===== src/design/bitstream_pkg.sv =====
package bitstream_pkg;

    // ************************************************************************
    // Stream storage. The first bit written sits in the most significant bit.
    // ************************************************************************
    localparam int max_bits = 128;

    typedef logic [max_bits-1:0] code_t;
    typedef logic [7:0]          len_t;

    typedef struct packed {
        code_t code;
        len_t  len;
        logic  overflow;
    } stream_t;

    // A single code word, right-aligned in bits.
    typedef struct packed {
        logic [31:0] bits;
        logic [5:0]  len;
    } vlc_t;

    // Unsigned Exp-Golomb: n leading zeros, then value + 1 in n + 1 bits.
    function automatic vlc_t ue_code(input logic [14:0] value);
        vlc_t        r;
        logic [15:0] x;
        int          n;
        x = 16'(value) + 16'd1;
        n = 0;
        for (int i = 0; i < 16; i++) begin
            if (x[i]) begin
                n = i;
            end
        end
        r.bits = 32'(x);
        r.len  = 6'(2 * n + 1);
        return r;
    endfunction

    // Signed Exp-Golomb maps 1, -1, 2, -2 ... onto code numbers 1, 2, 3, 4 ...
    function automatic vlc_t se_code(input logic signed [7:0] level);
        logic signed [15:0] v;
        logic [14:0]        code_num;
        v = {{8{level[7]}}, level};
        if (v > 0) begin
            code_num = 15'(2 * v - 1);
        end else begin
            code_num = 15'(-2 * v);
        end
        return ue_code(code_num);
    endfunction

    // Appends a word after the last valid bit. A word that does not fit
    // marks overflow, and once overflow is set the stream is frozen.
    function automatic stream_t append(input stream_t s, input vlc_t w);
        stream_t r;
        code_t   word;
        r    = s;
        word = code_t'(w.bits);
        if (s.overflow || (int'(s.len) + int'(w.len) > max_bits)) begin
            r.overflow = 1'b1;
        end else begin
            word   = word << (max_bits - int'(s.len) - int'(w.len));
            r.code = s.code | word;
            r.len  = s.len + len_t'(w.len);
        end
        return r;
    endfunction

endpackage


===== src/design/cavlc_pkg.sv =====
package cavlc_pkg;

    // ************************************************************************
    // Block descriptor of one 4x4 residual block.
    // ************************************************************************
    localparam int blk_size = 16;

    typedef logic [4:0]        count_t;
    typedef logic [1:0]        t1_t;
    typedef logic signed [7:0] level_t;
    typedef logic [4:0]        run_t;
    typedef logic [9:0]        pos_t;

    // Levels and runs are stored in writing order: levels[0] is the first
    // level after the trailing ones, runs[0] is the first run_before.
    // Bit i of t1_signs is the sign of trailing one i, 1 for negative.
    typedef struct packed {
        count_t                    total_coeff;
        t1_t                       trailing_ones;
        logic [2:0]                t1_signs;
        count_t                    total_zeros;
        level_t [blk_size-1:0]     levels;
        run_t [blk_size-1:0]       runs;
        pos_t                      topleft_x;
        pos_t                      topleft_y;
    } block_t;

    // What moves from one stage to the next: the descriptor and the
    // bitstream built so far.
    typedef struct packed {
        block_t                 blk;
        bitstream_pkg::stream_t stream;
    } stage_t;

    // Number of levels that are not trailing ones.
    function automatic count_t level_count(input block_t b);
        return b.total_coeff - count_t'(b.trailing_ones);
    endfunction

    // total_zeros is only sent for partially filled blocks.
    function automatic logic has_total_zeros(input block_t b);
        return (b.total_coeff != '0) && (int'(b.total_coeff) < blk_size);
    endfunction

    // Another run_before is due while zeros remain and the run index is
    // below total_coeff - 1.
    function automatic logic runs_pending(input block_t b, input count_t zeros_left,
                                          input count_t idx);
        return (zeros_left != '0) && (int'(idx) + 1 < int'(b.total_coeff));
    endfunction

endpackage


===== src/design/cavlc_enc_top.sv =====
`timescale 1ns/1ns

module cavlc_enc_top (
    input  logic                 clk,
    input  logic                 rst,
    input  logic                 in_valid,
    output logic                 in_ready,
    input  cavlc_pkg::block_t    in_block,
    output logic                 out_valid,
    input  logic                 out_ready,
    output bitstream_pkg::code_t out_code,
    output bitstream_pkg::len_t  out_len,
    output logic                 out_overflow,
    output cavlc_pkg::pos_t      out_x,
    output cavlc_pkg::pos_t      out_y
);

    cavlc_pkg::stage_t token_out;
    cavlc_pkg::stage_t level_out;
    cavlc_pkg::stage_t run_out;
    logic              token_valid;
    logic              token_ready;
    logic              level_valid;
    logic              level_ready;

    // coeff_token and trailing-one signs.
    cavlc_token_stage token_stage (
        .clk       (clk),
        .rst       (rst),
        .in_valid  (in_valid),
        .in_ready  (in_ready),
        .in_block  (in_block),
        .out_valid (token_valid),
        .out_ready (token_ready),
        .out_stage (token_out)
    );

    // Remaining levels.
    cavlc_level_stage level_stage (
        .clk       (clk),
        .rst       (rst),
        .in_valid  (token_valid),
        .in_ready  (token_ready),
        .in_stage  (token_out),
        .out_valid (level_valid),
        .out_ready (level_ready),
        .out_stage (level_out)
    );

    // total_zeros and run_before.
    cavlc_run_stage run_stage (
        .clk       (clk),
        .rst       (rst),
        .in_valid  (level_valid),
        .in_ready  (level_ready),
        .in_stage  (level_out),
        .out_valid (out_valid),
        .out_ready (out_ready),
        .out_stage (run_out)
    );

    assign out_code     = run_out.stream.code;
    assign out_len      = run_out.stream.len;
    assign out_overflow = run_out.stream.overflow;
    assign out_x        = run_out.blk.topleft_x;
    assign out_y        = run_out.blk.topleft_y;

endmodule


===== src/design/cavlc_level_stage.sv =====
`timescale 1ns/1ns

module cavlc_level_stage (
    input  logic              clk,
    input  logic              rst,
    input  logic              in_valid,
    output logic              in_ready,
    input  cavlc_pkg::stage_t in_stage,
    output logic              out_valid,
    input  logic              out_ready,
    output cavlc_pkg::stage_t out_stage
);

    typedef enum logic [1:0] {
        st_idle,
        st_encode,
        st_hold
    } state_t;

    state_t              state;
    cavlc_pkg::stage_t   cur;
    cavlc_pkg::count_t   idx;
    cavlc_pkg::count_t   num_levels;
    cavlc_pkg::count_t   in_levels;
    cavlc_pkg::level_t   level;
    logic                accept;
    logic                last_level;

    assign in_ready   = (state == st_idle);
    assign out_valid  = (state == st_hold);
    assign out_stage  = cur;
    assign accept     = in_valid && in_ready;
    assign in_levels  = cavlc_pkg::level_count(in_stage.blk);
    assign level      = cur.blk.levels[idx[3:0]];
    assign last_level = (idx + 5'd1 == num_levels);

    // ************************************************************************
    // Control. One level goes out per cycle in the encode state.
    // ************************************************************************
    always_ff @(posedge clk) begin
        if (rst) begin
            state <= st_idle;
            idx   <= '0;
        end else begin
            case (state)
                st_idle: begin
                    if (accept) begin
                        idx <= '0;
                        if (in_levels == '0) begin
                            state <= st_hold;
                        end else begin
                            state <= st_encode;
                        end
                    end
                end
                st_encode: begin
                    idx <= idx + 5'd1;
                    if (last_level) begin
                        state <= st_hold;
                    end
                end
                st_hold: begin
                    if (out_ready) begin
                        state <= st_idle;
                    end
                end
                default: state <= st_idle;
            endcase
        end
    end

    // Payload and level count.
    always_ff @(posedge clk) begin
        if (accept) begin
            cur        <= in_stage;
            num_levels <= in_levels;
        end else if (state == st_encode) begin
            cur.stream <= bitstream_pkg::append(cur.stream, bitstream_pkg::se_code(level));
        end
    end

    // Trailing ones cover the unit magnitudes at the tail, so a zero level
    // means the upstream descriptor was malformed.
    a_level_nonzero: assert property (
        @(posedge clk) disable iff (rst)
        (state == st_encode) |-> (level != '0)
    );

endmodule


===== src/design/cavlc_run_stage.sv =====
`timescale 1ns/1ns

module cavlc_run_stage (
    input  logic              clk,
    input  logic              rst,
    input  logic              in_valid,
    output logic              in_ready,
    input  cavlc_pkg::stage_t in_stage,
    output logic              out_valid,
    input  logic              out_ready,
    output cavlc_pkg::stage_t out_stage
);

    typedef enum logic [1:0] {
        st_idle,
        st_zeros,
        st_runs,
        st_hold
    } state_t;

    state_t              state;
    cavlc_pkg::stage_t   cur;
    cavlc_pkg::count_t   zeros_left;
    cavlc_pkg::count_t   idx;
    cavlc_pkg::count_t   zeros_next;
    cavlc_pkg::count_t   idx_next;
    cavlc_pkg::run_t     run;
    logic                accept;

    assign in_ready   = (state == st_idle);
    assign out_valid  = (state == st_hold);
    assign out_stage  = cur;
    assign accept     = in_valid && in_ready;
    assign run        = cur.blk.runs[idx[3:0]];
    assign zeros_next = zeros_left - run;
    assign idx_next   = idx + 5'd1;

    // ************************************************************************
    // Control. total_zeros takes one cycle when sent, then one cycle per
    // run_before. Blocks with nothing to send go straight to hold.
    // ************************************************************************
    always_ff @(posedge clk) begin
        if (rst) begin
            state      <= st_idle;
            zeros_left <= '0;
            idx        <= '0;
        end else begin
            case (state)
                st_idle: begin
                    if (accept) begin
                        zeros_left <= in_stage.blk.total_zeros;
                        idx        <= '0;
                        if (cavlc_pkg::has_total_zeros(in_stage.blk)) begin
                            state <= st_zeros;
                        end else if (cavlc_pkg::runs_pending(in_stage.blk,
                                                             in_stage.blk.total_zeros,
                                                             '0)) begin
                            state <= st_runs;
                        end else begin
                            state <= st_hold;
                        end
                    end
                end
                st_zeros: begin
                    if (cavlc_pkg::runs_pending(cur.blk, zeros_left, idx)) begin
                        state <= st_runs;
                    end else begin
                        state <= st_hold;
                    end
                end
                st_runs: begin
                    zeros_left <= zeros_next;
                    idx        <= idx_next;
                    if (!cavlc_pkg::runs_pending(cur.blk, zeros_next, idx_next)) begin
                        state <= st_hold;
                    end
                end
                st_hold: begin
                    if (out_ready) begin
                        state <= st_idle;
                    end
                end
                default: state <= st_idle;
            endcase
        end
    end

    always_ff @(posedge clk) begin
        if (accept) begin
            cur <= in_stage;
        end else if (state == st_zeros) begin
            cur.stream <= bitstream_pkg::append(cur.stream,
                bitstream_pkg::ue_code(15'(cur.blk.total_zeros)));
        end else if (state == st_runs) begin
            cur.stream <= bitstream_pkg::append(cur.stream, bitstream_pkg::ue_code(15'(run)));
        end
    end

    // Runs share out the zeros counted in total_zeros, so none can be
    // larger than what remains.
    a_run_fits: assert property (
        @(posedge clk) disable iff (rst)
        (state == st_runs) |-> (run <= zeros_left)
    );

endmodule


===== src/design/cavlc_token_stage.sv =====
`timescale 1ns/1ns

module cavlc_token_stage (
    input  logic              clk,
    input  logic              rst,
    input  logic              in_valid,
    output logic              in_ready,
    input  cavlc_pkg::block_t in_block,
    output logic              out_valid,
    input  logic              out_ready,
    output cavlc_pkg::stage_t out_stage
);

    cavlc_pkg::stage_t      stage_q;
    bitstream_pkg::stream_t head;
    bitstream_pkg::vlc_t    sign_word;
    logic                   full;
    logic                   accept;

    // Single entry register stage, refilled in the cycle it drains.
    assign in_ready  = !full || out_ready;
    assign accept    = in_valid && in_ready;
    assign out_valid = full;
    assign out_stage = stage_q;

    // ************************************************************************
    // coeff_token is ue(total_coeff * 4 + trailing_ones), which is the
    // concatenation of both counts. One sign bit per trailing one follows.
    // ************************************************************************
    always_comb begin
        head      = '0;
        sign_word = '0;
        head = bitstream_pkg::append(head,
            bitstream_pkg::ue_code(15'({in_block.total_coeff, in_block.trailing_ones})));
        for (int i = 0; i < 3; i++) begin
            if (i < int'(in_block.trailing_ones)) begin
                sign_word.bits = 32'(in_block.t1_signs[i]);
                sign_word.len  = 6'd1;
                head = bitstream_pkg::append(head, sign_word);
            end
        end
    end

    always_ff @(posedge clk) begin
        if (rst) begin
            full <= 1'b0;
        end else if (accept) begin
            full <= 1'b1;
        end else if (out_ready) begin
            full <= 1'b0;
        end
    end

    always_ff @(posedge clk) begin
        if (accept) begin
            stage_q.blk    <= in_block;
            stage_q.stream <= head;
        end
    end

    // A descriptor never claims more trailing ones than coefficients, nor
    // more coefficients than the block holds.
    a_legal_counts: assert property (
        @(posedge clk) disable iff (rst)
        accept |-> (cavlc_pkg::count_t'(in_block.trailing_ones) <= in_block.total_coeff)
               && (int'(in_block.total_coeff) <= cavlc_pkg::blk_size)
    );

    // A stalled descriptor stays offered and unchanged until it is taken.
    a_hold_stable: assert property (
        @(posedge clk) disable iff (rst)
        in_valid && !in_ready |=> in_valid && $stable(in_block)
    );

endmodule


===== config.mk =====
export PLATFORM = sky130hd
export DESIGN_NAME = cavlc_enc_top
export DESIGN_NICKNAME = d
export VERILOG_FILES = /design/src/design/bitstream_pkg.sv /design/src/design/cavlc_pkg.sv /design/src/design/cavlc_enc_top.sv /design/src/design/cavlc_level_stage.sv /design/src/design/cavlc_run_stage.sv /design/src/design/cavlc_token_stage.sv
export SDC_FILE = /design/constraint.sdc
export NUM_CORES = 1
export LEC_CHECK = 0
export BUFFER_PORTS_ARGS = -buffer_cell sky130_fd_sc_hd__clkbuf_2
export CAP_MARGIN = 25
export CORE_ASPECT_RATIO = 0.6
export CORE_MARGIN = 8
export CORE_UTILIZATION = 40
export DETAILED_ROUTE_END_ITERATION = 8
export PLACE_DENSITY_LB_ADDON = 0.1
export SYNTH_ARGS = -nofsm -noshare
export SYNTH_HDL_FRONTEND = slang
export SYNTH_SLANG_ARGS = --single-unit

===== constraint.sdc =====
create_clock -name clk -period 45.3 [get_ports clk]
set_input_delay 4.53 -clock clk [delete_from_list [all_inputs] [get_ports clk]]
set_output_delay 4.53 -clock clk [all_outputs]
set_load 0.005 [all_outputs]

==> metrics.log <==
[metrics] Die Height: 285.9 µm
[metrics] worst setup slack after placement: 34,550 ps
[metrics] accumulated negative setup slack: 0 ps
[metrics] global routing met1 resource utilization: 0.3191
[metrics] CTS Hold Buffers Added: 0
[metrics] Iteration-0 DRC Markers: 4,161
[metrics] Core Rows: 99
[metrics] number of synthesis warnings: 0
[metrics] number of max-cap violations: 0
[metrics] DRC violations left: 0
[metrics] Antenna Nets Post-Route: 0
[metrics] remaining max-slew budget at the tightest pin: 0.1301
[metrics] worst min path class: flip-flop to flip-flop
[metrics] CTS buffer count: 98
[metrics] most numerous cell types in the synthesized netlist: sky130_fd_sc_hd__edfxtp_1 (1,002), sky130_fd_sc_hd__nor2_1 (408), sky130_fd_sc_hd__a21oi_1 (268)
[metrics] GR Layer Usage met3: 0.1054
[metrics] critical path start-end classification: flip-flop to flip-flop
[metrics] largest cells by area after synthesis: sky130_fd_sc_hd__edfxtp_1 (62%), sky130_fd_sc_hd__nor2_1 (3.2%), sky130_fd_sc_hd__a21oi_1 (2.8%)
[metrics] IO buf count: 405
[metrics] Power Dens Cells: 45.28 nW/µm²
[metrics] Synth Area per Inst: 12.77 µm²
[metrics] Tcrit/Tclk final: 0.2338
[metrics] number of standard cells in the layout, taps in and fillers out: 5,788
[metrics] number of unique standard cell types used by synthesis: 117
[metrics] clock tree from TritonCTS: yes
[metrics] area leader, netlist: sky130_fd_sc_hd__edfxtp_1
[metrics] Peak Freq: 94.44 MHz
[metrics] number of filler cells placed in the layout: 11,090
[metrics] number of buffers inserted to repair setup after CTS: 0
[metrics] tightest hold margin: 409.8 ps
[metrics] share of the synthesized area in the top cell type: 0.6196
[metrics] post-place instance area: 51,340 µm²
[metrics] final worst-path setup slack: 34,710 ps
[metrics] #FFs+latches synth: 1,022
[metrics] endpoint type of the worst setup path: flip-flop
[metrics] endpoint required time on the critical path: 45,810 ps
[metrics] vias in the first global route: 30,547
[metrics] Max Fanout on Critical Path: 30
[metrics] Post-synth EDFFs: 1,002
[metrics] growth of design area from synthesis to finish: 12.53%
[metrics] share of async-settable or async-resettable flops after synthesis: 0
[metrics] post-detail-place hpwl: 109,700 µm
[metrics] mean number of vias per cell: 5.648
[metrics] drt pass-1 iters: 6
[metrics] status: finished, final reports clean
[metrics] total wire length: 152,600 µm
[metrics] level count of the clock H-tree: 3
[metrics] placed cells: 5,596
[metrics] final-report max-slew violation count: 0
[metrics] Post-synth top flop: sky130_fd_sc_hd__edfxtp_1
[metrics] maximum number of pins on one net before global-route repair: 188
[metrics] layer with the highest usage: met1
[metrics] unrepaired setup endpoints after global routing: false
[metrics] worst-margin pin slew: 1305 ps
[metrics] crit start category: flip-flop
[metrics] Max Clock Skew: 56.79 ps
[metrics] delay of the slowest cell on the worst path: 840 ps
[metrics] post-cts repair resize count: 0
[metrics] clock root buffer master: sky130_fd_sc_hd__clkbuf_16
[metrics] sequential element share of the synthesized area: 0.6279
[metrics] insertion delay to the later sink of the worst-skew pair: 720 ps
[metrics] Overall Global Routing Usage: 0.2205
[metrics] time the final worst path needs with I/O delays and setup: 10,590 ps
[metrics] maximum buffer depth of the clock tree: 3
[metrics] GR Layer Usage met2: 0.2986
[metrics] width of the chip: 465.8 µm
[metrics] average detailed-routed wire length per instance: 26.36 µm
[metrics] total count of hold-check failures in the final report: 0
[metrics] GPL Wtd Cong: 0.9182
[metrics] area of all placed cells without fillers: 54,640 µm²
[metrics] Initial Utilization: 0.4013
[metrics] worst voltage drop across the vdd grid: 36.72 µV
[metrics] Clock Sink Count: 1,022
[metrics] Clk pin slew, worst setup/hold paths: 70 ps
[metrics] initial antenna violation count: 8
[metrics] Setup violations, final: 0
[metrics] wire length of the first global-routing pass: 217,100 µm
[metrics] total number of nets in the final design: 4,425
[metrics] crit-path most repeated cell: sky130_fd_sc_hd__nand2_1
[metrics] Via Count: 32,690
[metrics] worst endpoint data arrival time: 11,100 ps
[metrics] proportion of layout cells with a drive suffix above 1: 0.1858
[metrics] total core area: 121,000 µm²
[metrics] Leak Pwr: 18.85 nW
[metrics] cell with the most instances after synthesis: sky130_fd_sc_hd__edfxtp_1
[metrics] # IOs: 406
[metrics] cell count after synthesis: 3,804
[metrics] grt total ovfl: 0
[metrics] Total Die Area: 133,200 µm²
[metrics] slowest stage cell, crit path: sky130_fd_sc_hd__and2_1
[metrics] post-synthesis cell area: 48,560 µm²
## cell families (layout without fill, tap and decap cells)
logic type | after synthesis | in the layout | synth area share
flops | 1022 | 1022 | 0.6279
xor+xnor | 121 | 121 | 0.02283
fa+ha+maj | 93 | 93 | 0.02489
compound gates | 905 | 905 | 0.1222
simple gates | 1036 | 1036 | 0.1010
buf+inv | 450 | 741 | 0.04968
other cells | 1 | 78 | 0.00007722
mux | 176 | 176 | 0.05148
## layout make-up
cell class / instances / area (µm²) / share of cell area
Timing Repair Buffer: 457 / 2522 / 0.04616
Antenna cell: 6 / 15.01 / 0.0002748
Tap cell: 1616 / 2022 / 0.03700
Multi-Input combinational cell: 2403 / 16000 / 0.2927
Sequential cell: 1022 / 30490 / 0.5580
Clock buffer: 119 / 2531 / 0.04632
Clock inverter: 62 / 665.6 / 0.01218
Inverter: 103 / 399.1 / 0.007304
## worst paths after layout
| path | from | to | slack [ps] | cells after the start |
|---|---|---|---|---|
| min | level_stage.out_stage[161] | run_stage.out_stage[161] | 410 | 0 |
| min reg2reg | level_stage.out_stage[161] | run_stage.out_stage[161] | 410 | 0 |
| max reg2reg | level_stage.idx[0] | level_stage.out_stage[27] | 34710 | 32 |
| max | level_stage.idx[0] | level_stage.out_stage[27] | 34710 | 32 |
## per-stage QoR
stage                 util  total power (W)
global route        0.4515         0.002565
finish              0.4515         0.002474
floorplan                -         0.001482
detailed placement  0.4242         0.001642
global placement    0.4240         0.001643
CTS                 0.4506         0.002476
## registers in the layout, indices dropped and copies added, names as in the netlist
register	cells
token_stage.out_valid	1
level_stage.state	2
token_stage.out_stage	375
run_stage.out_stage	247
run_stage.idx	5
run_stage.state	2
level_stage.out_stage	375
level_stage.idx	5
run_stage.zeros_left	5
level_stage.num_levels	5
## power breakdown
group | total, W | internal [W] | leakage [nW] | switching, W
clock | 0.000832 | 0.000464 | 1.54 | 0.000368
combinational | 0.000494 | 0.000141 | 7.69 | 0.000353
sequential | 0.00115 | 0.00111 | 9.61 | 0.0000387
## placed cells by master, fill, tap and decap left out, types with 56 or more instances in the layout
| cell | n |
|---|---|
| sky130_fd_sc_hd__edfxtp_1 | 1002 |
| sky130_fd_sc_hd__nand3_1 | 87 |
| sky130_fd_sc_hd__mux2i_1 | 101 |
| sky130_fd_sc_hd__ha_1 | 87 |
| sky130_fd_sc_hd__o21ai_1 | 60 |
| sky130_fd_sc_hd__clkbuf_2 | 405 |
| sky130_fd_sc_hd__conb_1 | 72 |
| sky130_fd_sc_hd__inv_1 | 96 |
| sky130_fd_sc_hd__nand2_1 | 246 |
| sky130_fd_sc_hd__a21oi_1 | 268 |
| sky130_fd_sc_hd__nor3_1 | 58 |
| sky130_fd_sc_hd__o21ai_0 | 127 |
| sky130_fd_sc_hd__nor2_1 | 403 |
| sky130_fd_sc_hd__clkbuf_16 | 98 |
| sky130_fd_sc_hd__xnor2_1 | 73 |
| sky130_fd_sc_hd__mux4_2 | 56 |
| sky130_fd_sc_hd__a221oi_1 | 72 |
## worst max-delay path, delay by kind of cell, from the launching register on
family | cells | cell delay [ps]
adders and majority gates | 4 | 1560
AOI/OAI and AO/OA | 9 | 2730
muxes | 1 | 610
DFF | 1 | 390
buffers and inverters | 3 | 980
xor gates and xnor gates | 1 | 110
and+or+nand+nor | 14 | 3970
## routing by layer
layer | vias to the layer above | wire length (µm)
met5 | - | 0
met4 | 0 | 3041
met2 | 1471 | 61210
met3 | 177 | 19900
li1 | 14873 | -
met1 | 16169 | 68420
Note: power is estimated with default switching activity, not from simulation.
